==> src/logic/bip_pkg.sv <==
`default_nettype none

package bip_pkg;

  // instruction fields.
  localparam int OPCODE_WIDTH = 5;
  localparam int OPERAND_WIDTH = 11;

  // accumulator and memory words.
  localparam int DATA_WIDTH = 16;

  // program memory.
  localparam int PROG_DEPTH = 64;
  localparam int PC_WIDTH = 6;

  // data memory, addressed by the low operand bits.
  localparam int DATA_DEPTH = 64;
  localparam int DATA_ADDR_WIDTH = 6;

  localparam logic [OPCODE_WIDTH-1:0] OP_HLT = 5'b00000;
  localparam logic [OPCODE_WIDTH-1:0] OP_STO = 5'b00001;
  localparam logic [OPCODE_WIDTH-1:0] OP_LD = 5'b00010;
  localparam logic [OPCODE_WIDTH-1:0] OP_LDI = 5'b00011;
  localparam logic [OPCODE_WIDTH-1:0] OP_ADD = 5'b00100;
  localparam logic [OPCODE_WIDTH-1:0] OP_ADDI = 5'b00101;
  localparam logic [OPCODE_WIDTH-1:0] OP_SUB = 5'b00110;
  localparam logic [OPCODE_WIDTH-1:0] OP_SUBI = 5'b00111;

  // fetch to decode.
  typedef struct packed {
    logic valid;
    logic [OPCODE_WIDTH-1:0] opcode;
    logic [OPERAND_WIDTH-1:0] operand;
  } fetch_word_t;

  // accumulator source.
  typedef enum logic [1:0] {
    SEL_A_MEM = 2'b00,
    SEL_A_IMM = 2'b01,
    SEL_A_ALU = 2'b10
  } sel_a_t;

  typedef enum logic [1:0] {
    ALU_PASS = 2'b00,
    ALU_ADD = 2'b01,
    ALU_SUB = 2'b10
  } alu_op_t;

  // decode to execute.
  // sel_b low picks memory data, high picks the immediate.
  typedef struct packed {
    logic valid;
    sel_a_t sel_a;
    logic sel_b;
    alu_op_t alu_op;
    logic wr_acc;
    logic wr_mem;
    logic [OPERAND_WIDTH-1:0] operand;
  } control_word_t;

endpackage

`default_nettype wire
==> src/logic/accumulator_cpu.sv <==
`timescale 1ns/1ps
`default_nettype none

module accumulator_cpu (
  input  logic                                i_clock,
  input  logic                                i_reset,
  input  logic                                i_start,
  input  logic                                i_load_en,
  input  logic [bip_pkg::PC_WIDTH-1:0]        i_load_addr,
  input  logic [bip_pkg::DATA_WIDTH-1:0]      i_load_word,
  output logic [bip_pkg::DATA_WIDTH-1:0]      o_acc,
  output logic [bip_pkg::PC_WIDTH-1:0]        o_pc,
  output logic                                o_halted,
  output logic                                o_store_valid,
  output logic [bip_pkg::DATA_ADDR_WIDTH-1:0] o_store_addr,
  output logic [bip_pkg::DATA_WIDTH-1:0]      o_store_data
);

  bip_pkg::fetch_word_t fetch_word;
  bip_pkg::control_word_t control_word;
  logic halt_seen;
  logic [bip_pkg::DATA_ADDR_WIDTH-1:0] mem_addr;
  logic mem_we;
  logic [bip_pkg::DATA_WIDTH-1:0] mem_wdata;
  logic [bip_pkg::DATA_WIDTH-1:0] mem_rdata;

  fetch_stage fetch_stage_inst (
    .i_clock     (i_clock),
    .i_reset     (i_reset),
    .i_start     (i_start),
    .i_load_en   (i_load_en),
    .i_load_addr (i_load_addr),
    .i_load_word (i_load_word),
    .i_halt_seen (halt_seen),
    .o_fetch     (fetch_word),
    .o_pc        (o_pc),
    .o_halted    (o_halted)
  );

  decode_stage decode_stage_inst (
    .i_clock     (i_clock),
    .i_reset     (i_reset),
    .i_fetch     (fetch_word),
    .o_control   (control_word),
    .o_halt_seen (halt_seen)
  );

  datapath datapath_inst (
    .i_clock     (i_clock),
    .i_reset     (i_reset),
    .i_control   (control_word),
    .i_mem_rdata (mem_rdata),
    .o_mem_addr  (mem_addr),
    .o_mem_we    (mem_we),
    .o_mem_wdata (mem_wdata),
    .o_acc       (o_acc)
  );

  data_memory data_memory_inst (
    .i_clock (i_clock),
    .i_we    (mem_we),
    .i_addr  (mem_addr),
    .i_wdata (mem_wdata),
    .o_rdata (mem_rdata)
  );

  // store port mirrors the data memory write.
  assign o_store_valid = mem_we;
  assign o_store_addr = mem_addr;
  assign o_store_data = mem_wdata;

endmodule

`default_nettype wire

==> src/logic/data_memory.sv <==
`timescale 1ns/1ps
`default_nettype none

module data_memory (
  input  logic                                i_clock,
  input  logic                                i_we,
  input  logic [bip_pkg::DATA_ADDR_WIDTH-1:0] i_addr,
  input  logic [bip_pkg::DATA_WIDTH-1:0]      i_wdata,
  output logic [bip_pkg::DATA_WIDTH-1:0]      o_rdata
);

  logic [bip_pkg::DATA_WIDTH-1:0] mem [bip_pkg::DATA_DEPTH];

  // read is combinational so a store lands before the next load reads.
  assign o_rdata = mem[i_addr];

  always_ff @(posedge i_clock) begin
    if (i_we) begin
      mem[i_addr] <= i_wdata;
    end
  end

endmodule

`default_nettype wire

==> src/logic/datapath.sv <==
`timescale 1ns/1ps
`default_nettype none

module datapath (
  input  logic                                i_clock,
  input  logic                                i_reset,
  input  bip_pkg::control_word_t              i_control,
  input  logic [bip_pkg::DATA_WIDTH-1:0]      i_mem_rdata,
  output logic [bip_pkg::DATA_ADDR_WIDTH-1:0] o_mem_addr,
  output logic                                o_mem_we,
  output logic [bip_pkg::DATA_WIDTH-1:0]      o_mem_wdata,
  output logic [bip_pkg::DATA_WIDTH-1:0]      o_acc
);

  localparam int EXT_BITS = bip_pkg::DATA_WIDTH - bip_pkg::OPERAND_WIDTH;

  logic [bip_pkg::DATA_WIDTH-1:0] acc;
  logic [bip_pkg::DATA_WIDTH-1:0] imm_ext;
  logic [bip_pkg::DATA_WIDTH-1:0] mux_a;
  logic [bip_pkg::DATA_WIDTH-1:0] mux_b;
  logic [bip_pkg::DATA_WIDTH-1:0] alu_out;

  // replicate the operand sign bit.
  assign imm_ext = {{EXT_BITS{i_control.operand[bip_pkg::OPERAND_WIDTH-1]}},
                    i_control.operand};

  assign mux_b = i_control.sel_b ? imm_ext : i_mem_rdata;

  // wraps modulo 2^16.
  always_comb begin
    case (i_control.alu_op)
      bip_pkg::ALU_ADD: begin
        alu_out = acc + mux_b;
      end
      bip_pkg::ALU_SUB: begin
        alu_out = acc - mux_b;
      end
      default: begin
        alu_out = acc;
      end
    endcase
  end

  always_comb begin
    case (i_control.sel_a)
      bip_pkg::SEL_A_MEM: begin
        mux_a = i_mem_rdata;
      end
      bip_pkg::SEL_A_IMM: begin
        mux_a = imm_ext;
      end
      bip_pkg::SEL_A_ALU: begin
        mux_a = alu_out;
      end
      default: begin
        mux_a = acc;
      end
    endcase
  end

  always_ff @(posedge i_clock) begin
    if (!i_reset) begin
      acc <= '0;
    end else if (i_control.valid && i_control.wr_acc) begin
      acc <= mux_a;
    end
  end

  assign o_mem_addr = i_control.operand[bip_pkg::DATA_ADDR_WIDTH-1:0];
  assign o_mem_we = i_control.valid && i_control.wr_mem;
  assign o_mem_wdata = acc;
  assign o_acc = acc;

endmodule

`default_nettype wire

==> src/logic/decode_stage.sv <==
`timescale 1ns/1ps
`default_nettype none

module decode_stage (
  input  logic                   i_clock,
  input  logic                   i_reset,
  input  bip_pkg::fetch_word_t   i_fetch,
  output bip_pkg::control_word_t o_control,
  output logic                   o_halt_seen
);

  bip_pkg::control_word_t control_d;
  bip_pkg::control_word_t control_q;

  always_comb begin
    control_d = '0;
    control_d.valid = i_fetch.valid;
    control_d.sel_a = bip_pkg::SEL_A_ALU;
    control_d.alu_op = bip_pkg::ALU_PASS;
    control_d.operand = i_fetch.operand;
    case (i_fetch.opcode)
      bip_pkg::OP_STO: begin
        control_d.wr_mem = 1'b1;
      end
      bip_pkg::OP_LD: begin
        control_d.sel_a = bip_pkg::SEL_A_MEM;
        control_d.wr_acc = 1'b1;
      end
      bip_pkg::OP_LDI: begin
        control_d.sel_a = bip_pkg::SEL_A_IMM;
        control_d.sel_b = 1'b1;
        control_d.wr_acc = 1'b1;
      end
      bip_pkg::OP_ADD, bip_pkg::OP_ADDI: begin
        control_d.sel_b = (i_fetch.opcode == bip_pkg::OP_ADDI);
        control_d.alu_op = bip_pkg::ALU_ADD;
        control_d.wr_acc = 1'b1;
      end
      bip_pkg::OP_SUB, bip_pkg::OP_SUBI: begin
        control_d.sel_b = (i_fetch.opcode == bip_pkg::OP_SUBI);
        control_d.alu_op = bip_pkg::ALU_SUB;
        control_d.wr_acc = 1'b1;
      end
      // hlt and unknown opcodes write nothing.
      default: begin
      end
    endcase
  end

  always_ff @(posedge i_clock) begin
    if (!i_reset) begin
      control_q <= '0;
    end else begin
      control_q <= control_d;
    end
  end

  assign o_control = control_q;
  assign o_halt_seen = i_fetch.valid && (i_fetch.opcode == bip_pkg::OP_HLT);

endmodule

`default_nettype wire

==> src/logic/fetch_stage.sv <==
`timescale 1ns/1ps
`default_nettype none

module fetch_stage (
  input  logic                             i_clock,
  input  logic                             i_reset,
  input  logic                             i_start,
  input  logic                             i_load_en,
  input  logic [bip_pkg::PC_WIDTH-1:0]     i_load_addr,
  input  logic [bip_pkg::DATA_WIDTH-1:0]   i_load_word,
  input  logic                             i_halt_seen,
  output bip_pkg::fetch_word_t             o_fetch,
  output logic [bip_pkg::PC_WIDTH-1:0]     o_pc,
  output logic                             o_halted
);

  logic [bip_pkg::DATA_WIDTH-1:0] prog_mem [bip_pkg::PROG_DEPTH];
  logic [bip_pkg::DATA_WIDTH-1:0] prog_word;
  logic [bip_pkg::PC_WIDTH-1:0] pc;
  logic running;
  logic last_word;
  bip_pkg::fetch_word_t fetch_q;

  assign prog_word = prog_mem[pc];
  assign last_word = (pc == bip_pkg::PC_WIDTH'(bip_pkg::PROG_DEPTH - 1));

  // program load only while idle.
  always_ff @(posedge i_clock) begin
    if (i_load_en && !running) begin
      prog_mem[i_load_addr] <= i_load_word;
    end
  end

  always_ff @(posedge i_clock) begin
    if (!i_reset) begin
      pc <= '0;
      running <= 1'b0;
      fetch_q <= '0;
    end else if (i_start) begin
      pc <= '0;
      running <= 1'b1;
      fetch_q.valid <= 1'b0;
    end else if (running && i_halt_seen) begin
      // word behind the hlt is dropped.
      running <= 1'b0;
      fetch_q.valid <= 1'b0;
    end else if (running) begin
      fetch_q.valid <= 1'b1;
      fetch_q.opcode <= prog_word[bip_pkg::DATA_WIDTH-1:bip_pkg::OPERAND_WIDTH];
      fetch_q.operand <= prog_word[bip_pkg::OPERAND_WIDTH-1:0];
      pc <= pc + 1'b1;
      if (last_word) begin
        running <= 1'b0;
      end
    end else begin
      fetch_q.valid <= 1'b0;
    end
  end

  assign o_fetch = fetch_q;
  assign o_pc = pc;
  assign o_halted = !running;

endmodule

`default_nettype wire

==> config.mk <==
export PLATFORM = sky130hd
export DESIGN_NAME = accumulator_cpu
export DESIGN_NICKNAME = d
export VERILOG_FILES = /design/src/logic/bip_pkg.sv /design/src/logic/accumulator_cpu.sv /design/src/logic/data_memory.sv /design/src/logic/datapath.sv /design/src/logic/decode_stage.sv /design/src/logic/fetch_stage.sv
export SDC_FILE = /design/constraint.sdc
export NUM_CORES = 2
export LEC_CHECK = 0
export CAP_MARGIN = 20
export CORE_MARGIN = 2
export CORE_UTILIZATION = 40
export DETAILED_ROUTE_END_ITERATION = 12
export DONT_BUFFER_PORTS = 1
export GPL_TIMING_DRIVEN = 0
export PLACE_DENSITY = 0.66
export SYNTH_ARGS = -nofsm -noshare
export SYNTH_HDL_FRONTEND = slang
export SYNTH_SLANG_ARGS = --single-unit
==> constraint.sdc <==
create_clock -name i_clock -period 4.45 [get_ports i_clock]
set_input_delay 0.2225 -clock i_clock [delete_from_list [all_inputs] [get_ports i_clock]]
set_output_delay 0.2225 -clock i_clock [all_outputs]
set_load 0.01 [all_outputs]
Word-level counts from Yosys, hierarchy flattened
Memory sizes are Yosys's and may differ from the RTL's. A register that Yosys moved wholly into a read port is not among the register bits.
Index checks and enable logic that the tools add are counted.
{"block": "totals", "ff_bits": 43, "ramBits": 2048, "input_bits": 26, "output_inout_bits": 46, "elab_cells": 68, "mem_count": 2}
{"name": "data_memory_inst.mem", "depth": 64, "word_bits": 16, "read_ports": 1, "rd_ports_with_merged_regs": 1, "wr": 1, "line_no": "data_memory.sv:12", "source": "logic [bip_pkg::DATA_WIDTH-1:0] mem [bip_pkg::DATA_DEPTH];"}
{"name": "fetch_stage_inst.prog_mem", "depth": 64, "word_bits": 16, "read_ports": 1, "rd_ports_with_merged_regs": 1, "wr": 1, "line_no": "fetch_stage.sv:17", "source": "logic [bip_pkg::DATA_WIDTH-1:0] prog_mem [bip_pkg::PROG_DEPTH];"}
{"block": "op_classes", "n_addsub": 3, "eq_ne": 13, "n_mux": 18, "bitwise_logic": 3, "reduce_logical": 18}
{"cell": "16-bit one-hot mux with 3 select lines", "n": 1}
{"cell": "16-bit one-hot mux with 2 select lines", "n": 1}
{"cell": "5-bit by 3-bit equality test with 1-bit output, second input constant", "n": 4}
{"cell": "16-bit adder", "n": 1}
{"cell": "16-bit 2-to-1 mux", "n": 1}
{"cell": "16-bit subtractor", "n": 1}
{"cell": "1-bit 2-to-1 mux", "n": 11}
{"cell": "5-bit by 2-bit equality test with 1-bit output, second input constant", "n": 2}
{"cell": "2-bit one-hot mux with 2 select lines", "n": 2}
{"cell": "6-bit by 1-bit adder with 6-bit output, second input constant", "n": 1}
{"cell": "6-bit equality test, second input constant", "n": 1}
{"cell": "6-bit 2-to-1 mux", "n": 1}
{"cell": "3-bit AND reduction", "n": 2}
{"cell": "2-bit OR reduction", "n": 3}
{"cell": "6-bit OR reduction", "n": 1}
{"cell": "5-bit by 1-bit equality test with 1-bit output, second input constant", "n": 1}
{"cell": "1-bit logical AND", "n": 5}
{"cell": "5-bit logical NOT", "n": 1}
{"cell": "2-bit by 1-bit equality test with 1-bit output, second input constant", "n": 2}
{"cell": "2-bit equality test, second input constant", "n": 2}
{"cell": "3-bit != test, second input constant", "n": 1}
{"cell": "1-bit NOT", "n": 3}
{"cell": "1-bit one-hot mux with 3 select lines", "n": 1}
{"cell": "3-bit nonzero test", "n": 1}
{"cell": "other kinds (4)", "n": 5}

Logic depth before layout (Yosys ltp)
{"block": "logic_depth", "depth_word": 5, "depth_mapped": 27, "ltp_nobuf": 22}

Cells and area by module
From an unflattened synthesis, not the netlist that was laid out.
{"block": "hier_totals", "hier_cells": 4509, "hier_area_um2": 83073.4}
{"module": "fetch_stage", "instances": 1, "cells_per_inst": 1890, "area_each_um2": 40965.5, "seq_area_each_um2": 31230.0}
{"module": "data_memory", "instances": 1, "cells_per_inst": 2248, "area_each_um2": 39160.1, "seq_area_each_um2": 30749.5}
{"module": "datapath", "instances": 1, "cells_per_inst": 324, "area_each_um2": 2387.3, "seq_area_each_um2": 320.3}
{"module": "decode_stage", "instances": 1, "cells_per_inst": 47, "area_each_um2": 560.5, "seq_area_each_um2": 380.4}

Least setup slack after synthesis
No wires, ideal clock.
{"block": "synth_timing", "path_type": "register to register", "startpoint": "reg decode_stage_inst.control_q (netlist bit decode_stage_inst.o_control[0])", "endpoint": "reg datapath_inst.acc (netlist bit datapath_inst.o_acc[10])", "setup_time_ns": 0.071, "t_arrival_ns": 4.653, "t_required_ns": 4.379, "slack_ns": -0.274, "path_stages_with_launch": 24, "path_buffers": 2, "period_less_slack_ns": 4.724, "path_cell_list": "dfxtp_1 > buf_6 > buf_6 > mux4_2 > nand2_1 > a21oi_1 > or4_1 > o41a_1 > inv_1 > ha_1 > nor2_1 > xnor2_1 > ha_1 > nor2b_1 > o21ai_0 > a21boi_0 > o21ai_0 > a21boi_0 > o2111a_1 > nor3_1 > xnor2_1 > nand2_1 > a221o_1 > a21oi_1"}
{"block": "synth_via", "elab_chain_cells": 4, "elab_cells_between_ends": 5, "classes_between": "add/sub: 2; mux: 3"}
{"element": "start, declared", "line_no": "decode_stage.sv:13", "source": "bip_pkg::control_word_t control_q;"}
{"element": "start signal, assigned", "line_no": "decode_stage.sv:54", "source": "control_q <= control_d;"}
{"element": "16-bit 2-to-1 mux *", "line_no": "datapath.sv:27", "source": "assign mux_b = i_control.sel_b ? imm_ext : i_mem_rdata;"}
{"element": "16-bit subtractor / 16-bit adder (equally long branches)", "line_no": "datapath.sv:36, datapath.sv:33"}
{"element": "16-bit one-hot mux with 2 select lines *", "line_no": "datapath.sv:31", "source": "case (i_control.alu_op)"}
{"element": "16-bit one-hot mux with 3 select lines *", "line_no": "datapath.sv:45", "source": "case (i_control.sel_a)"}
{"element": "end signal, assigned", "line_no": "datapath.sv:65", "source": "acc <= mux_a;"}
{"element": "end, declared", "line_no": "datapath.sv:17", "source": "logic [bip_pkg::DATA_WIDTH-1:0] acc;"}
Mark *: on every way between the ends. The rest lies on a longest branch, timed or not.
A chain may end at the register's enable or synchronous reset.

Worst setup path in the final report
{"block": "layout_timing", "startpoint": "reg decode_stage_inst.control_q (netlist bit decode_stage_inst.o_control[0])", "endpoint": "reg datapath_inst.acc (netlist bit datapath_inst.o_acc[15])"}
The elaborated chain is that of the path after synthesis.

==> flow_summary.yaml <==
logic_synthesis:
  yosysSeqAreaShare_pct: 75.4
  syn_nets: 4250
  ys_types: 83
  synth_edf_count: 2048
  synthTopCellsByArea: "edfxtp_1, mux4_2, mux2i_1"
  synthArstFlopShare_pct: 0
  ys_warn_count: 0
  yosys.area.top_type: "edfxtp_1"
  synth_top_cell_area_share_pct: 74.0
  syn-instance-count: 4203
  syn-cell-area_sq_mm: 0.0831
  synth-seq-cells: 2107
  avgSynthCellArea_sq_um: 19.8
  synth_flop_cell: "edfxtp_1"
timing:
  setup_tns_ns: -10.21
  timing.final.ws_setup_ns: -1.15
  hold_viol: 0
  min_period_over_period_pct: 126
  maxSlewViolCount: 0
  slew_headroom_pct: 13.5
  setup_viol: 14
  tightest_slew_ns: 1.29
  fin_crit_ns: 5.60
  fmax_mhz: 178
  fin_skew_ns: 0.0566
  rsz0062_at_grt: "true"
critical_path:
  r2r_start: "decode_stage_inst.o_control[0]$_SDFF_PN0_"
  crit_start: "decode_stage_inst.o_control[0]$_SDFF_PN0_"
  crit_type: "flip-flop to flip-flop"
  crit_fanout: 10
  critPathLaunchType: "flip-flop"
  required_ns: 5.23
  crit_arrival_ns: 6.38
  end_kind: "flip-flop"
grt:
  antenna_found_initial: 22
  grt_overflow_total: 0
  grt_max_degree: 69
  grtUsageTotal_pct: 25.5
  grt_pass1_vias: 45367
  grt_pass1_wl_um: 371000
placement:
  dp_cells: 7050
  io_buffers: 0
  place_congestion: 1.03
  dp_slack_ns: -2.76
  detailed_place_hpwl_um: 177000
run_status:
  violations: "negative setup slack"
  status: "complete, but fails checks"
cells_and_area:
  seq_area_sq_mm: 0.0627
  area_growth_pct: 20.3
  drive_gt1_share_pct: 32.1
  postLayoutCoreUtil_pct: 48.3
  instances_no_fill: 7615
  fin_nets: 4778
  multi_input_area_sq_mm: 0.0202
  nFillCells: 16691
  final_common_cell: "edfxtp_1"
  layout_common_cells: "edfxtp_1, mux4_2, clkbuf_16"
die:
  core_area_sq_mm: 0.207
  core.rowCount: 167
  pin_count: 72
  initial_core_util_pct: 40.2
  die_area_sq_mm: 0.211
  dieWidth_um: 460
  fp.dieH_um: 460
min_path:
  min_from: "i_load_addr[0]"
  hold_path_class: "input port to flip-flop"
clock_tree:
  cts_buffers: 201
  cts-root-buf: "clkbuf_16"
  htreeDepth: 4
  clk_pin_slew_ns: 0.06
  cts_buffer_depth: 3
  insertion_delay_ns: 0.89
  cts_tree: "built"
  clkSinkCount: 2107
power:
  p_leak_nw: 31.5
  p_per_area_mw_per_mm2: 401
  ir_drop_v: 0.000460
route:
  wirelength_um: 275000
  drt_iter0_drc: 8457
  dr.pass1.iters: 9
  avgRoutedWirePerCell_um: 36.1
  vias: 48080
  final_antenna_net_count: 0
  via_per_inst: 6.31
  drc_errors: 0
job:
  max_cap_viol_count: 0
-- cell families (layout without fill, tap and decap cells) --
kind of cell,Yosys count,after routing,share of synthesized area [%]
mux,632,632,14.1
fa+ha+maj,21,21,0.325
compound gates,528,528,4.56
simple gates,579,579,3.41
xor+xnor,29,29,0.322
buf+inv,307,1006,1.88
flops,2107,2107,75.4
other cells,0,9,0
-- power by group --
group          internal [W]  total, W  switching (W)
combinational      0.000637   0.00168        0.00104
clock               0.00908    0.0168        0.00768
sequential           0.0216    0.0216      0.0000216
-- area by class of cell --
cell class | count | area share (%)
Clock inverter | 127 | 1.16
Tap cell | 2704 | 3.38
Multi-Input combinational cell | 1789 | 20.2
Buffer | 276 | 2.83
Sequential cell | 2107 | 62.8
Clock buffer | 247 | 5.20
Timing Repair Buffer | 332 | 4.39
Inverter | 24 | 0.0926
Antenna cell | 9 | 0.0225
-- sequential cells by signal (all words and copies together) (netlist names) --
signal	count
datapath_inst.o_acc	16
fetch_stage_inst.o_fetch	17
fetch_stage_inst.prog_mem	1024
data_memory_inst.mem	1024
fetch_stage_inst.o_pc	6
decode_stage_inst.o_control	19
fetch_stage_inst.running	1
-- path summary, 6_finish.rpt --
check,to,slack (ns),depth (start not counted)
max,datapath_inst.o_acc[15]$_SDFFE_PN0P_,-1.15,19
min,fetch_stage_inst.prog_mem[35][3]$_DFFE_PP_,0.08,3
max reg2reg,datapath_inst.o_acc[15]$_SDFFE_PN0P_,-1.15,19
min reg2reg,decode_stage_inst.o_control[10]$_SDFF_PN0_,0.45,1
-- metal layers --
layer	vias to the layer above	wire length [um]	GRT usage, %
li1	18503	-	-
met1	24771	95900	31.9
met2	3834	124000	38.8
met3	952	35500	8.36
met4	20	19300	14.5
met5	-	210	0.344
-- repair_timing --
item	in CTS	in global routing
endpoints found under the hold margin	1120	0
setup buffers	70	77
hold buffers	35	0
cloned	2	4
setup endpoints to repair	341	23
pin swaps	54	60
gates resized for setup	469	105
-- stage by stage --
stage / area, sq um / power, W / hold slack [ns]
after floorplan: 83200 / 0.0227 / 0.321
after global placement: 86500 / 0.0232 / 0.326
after detailed placement: 89300 / 0.0232 / 0.325
after CTS: 98700 / 0.0400 / 0.000111
after global routing: 100000 / 0.0409 / 0.0827
final: 100000 / 0.0401 / 0.0782
-- worst max-delay path, stage by stage (launching register included) --
cell	delay, ns
dfxtp_4	0.38
buf_12	0.15
buf_12	0.14
buf_16	0.19
buf_16	0.18
buf_16	0.16
buf_4	0.32
clkbuf_4	0.46
nor2_1	0.13
nor3_1	0.99
a211oi_1	0.24
and4b_1	0.51
xnor2_1	0.22
o21ai_0	0.21
ha_1	0.33
a21o_1	0.20
a21oi_2	0.14
xnor3_1	0.24
o21ai_1	0.16
a32o_1	0.14
-- Yosys cell counts (12+ instances only) --
library cell	n
a31oi_1	22
mux2i_1	131
mux4_2	420
or3b_2	12
a22oi_1	53
nor3_1	16
nand3_1	27
mux2_2	72
a221oi_1	74
edfxtp_1	2048
a221o_1	23
inv_1	21
nor2b_1	16
o21ai_0	72
buf_6	23
nor2_1	196
nand2_1	156
buf_4	46
and2_1	25
o22ai_1	41
a21oi_1	93
xnor2_1	18
a211oi_1	20
clkbuf_1	126
and3_1	13
a22o_1	19
buf_2	49
dfxtp_1	59
nand2b_1	29
buf_1	39
nand3b_1	19
ha_1	20
(Power assumes the default switching activity.)
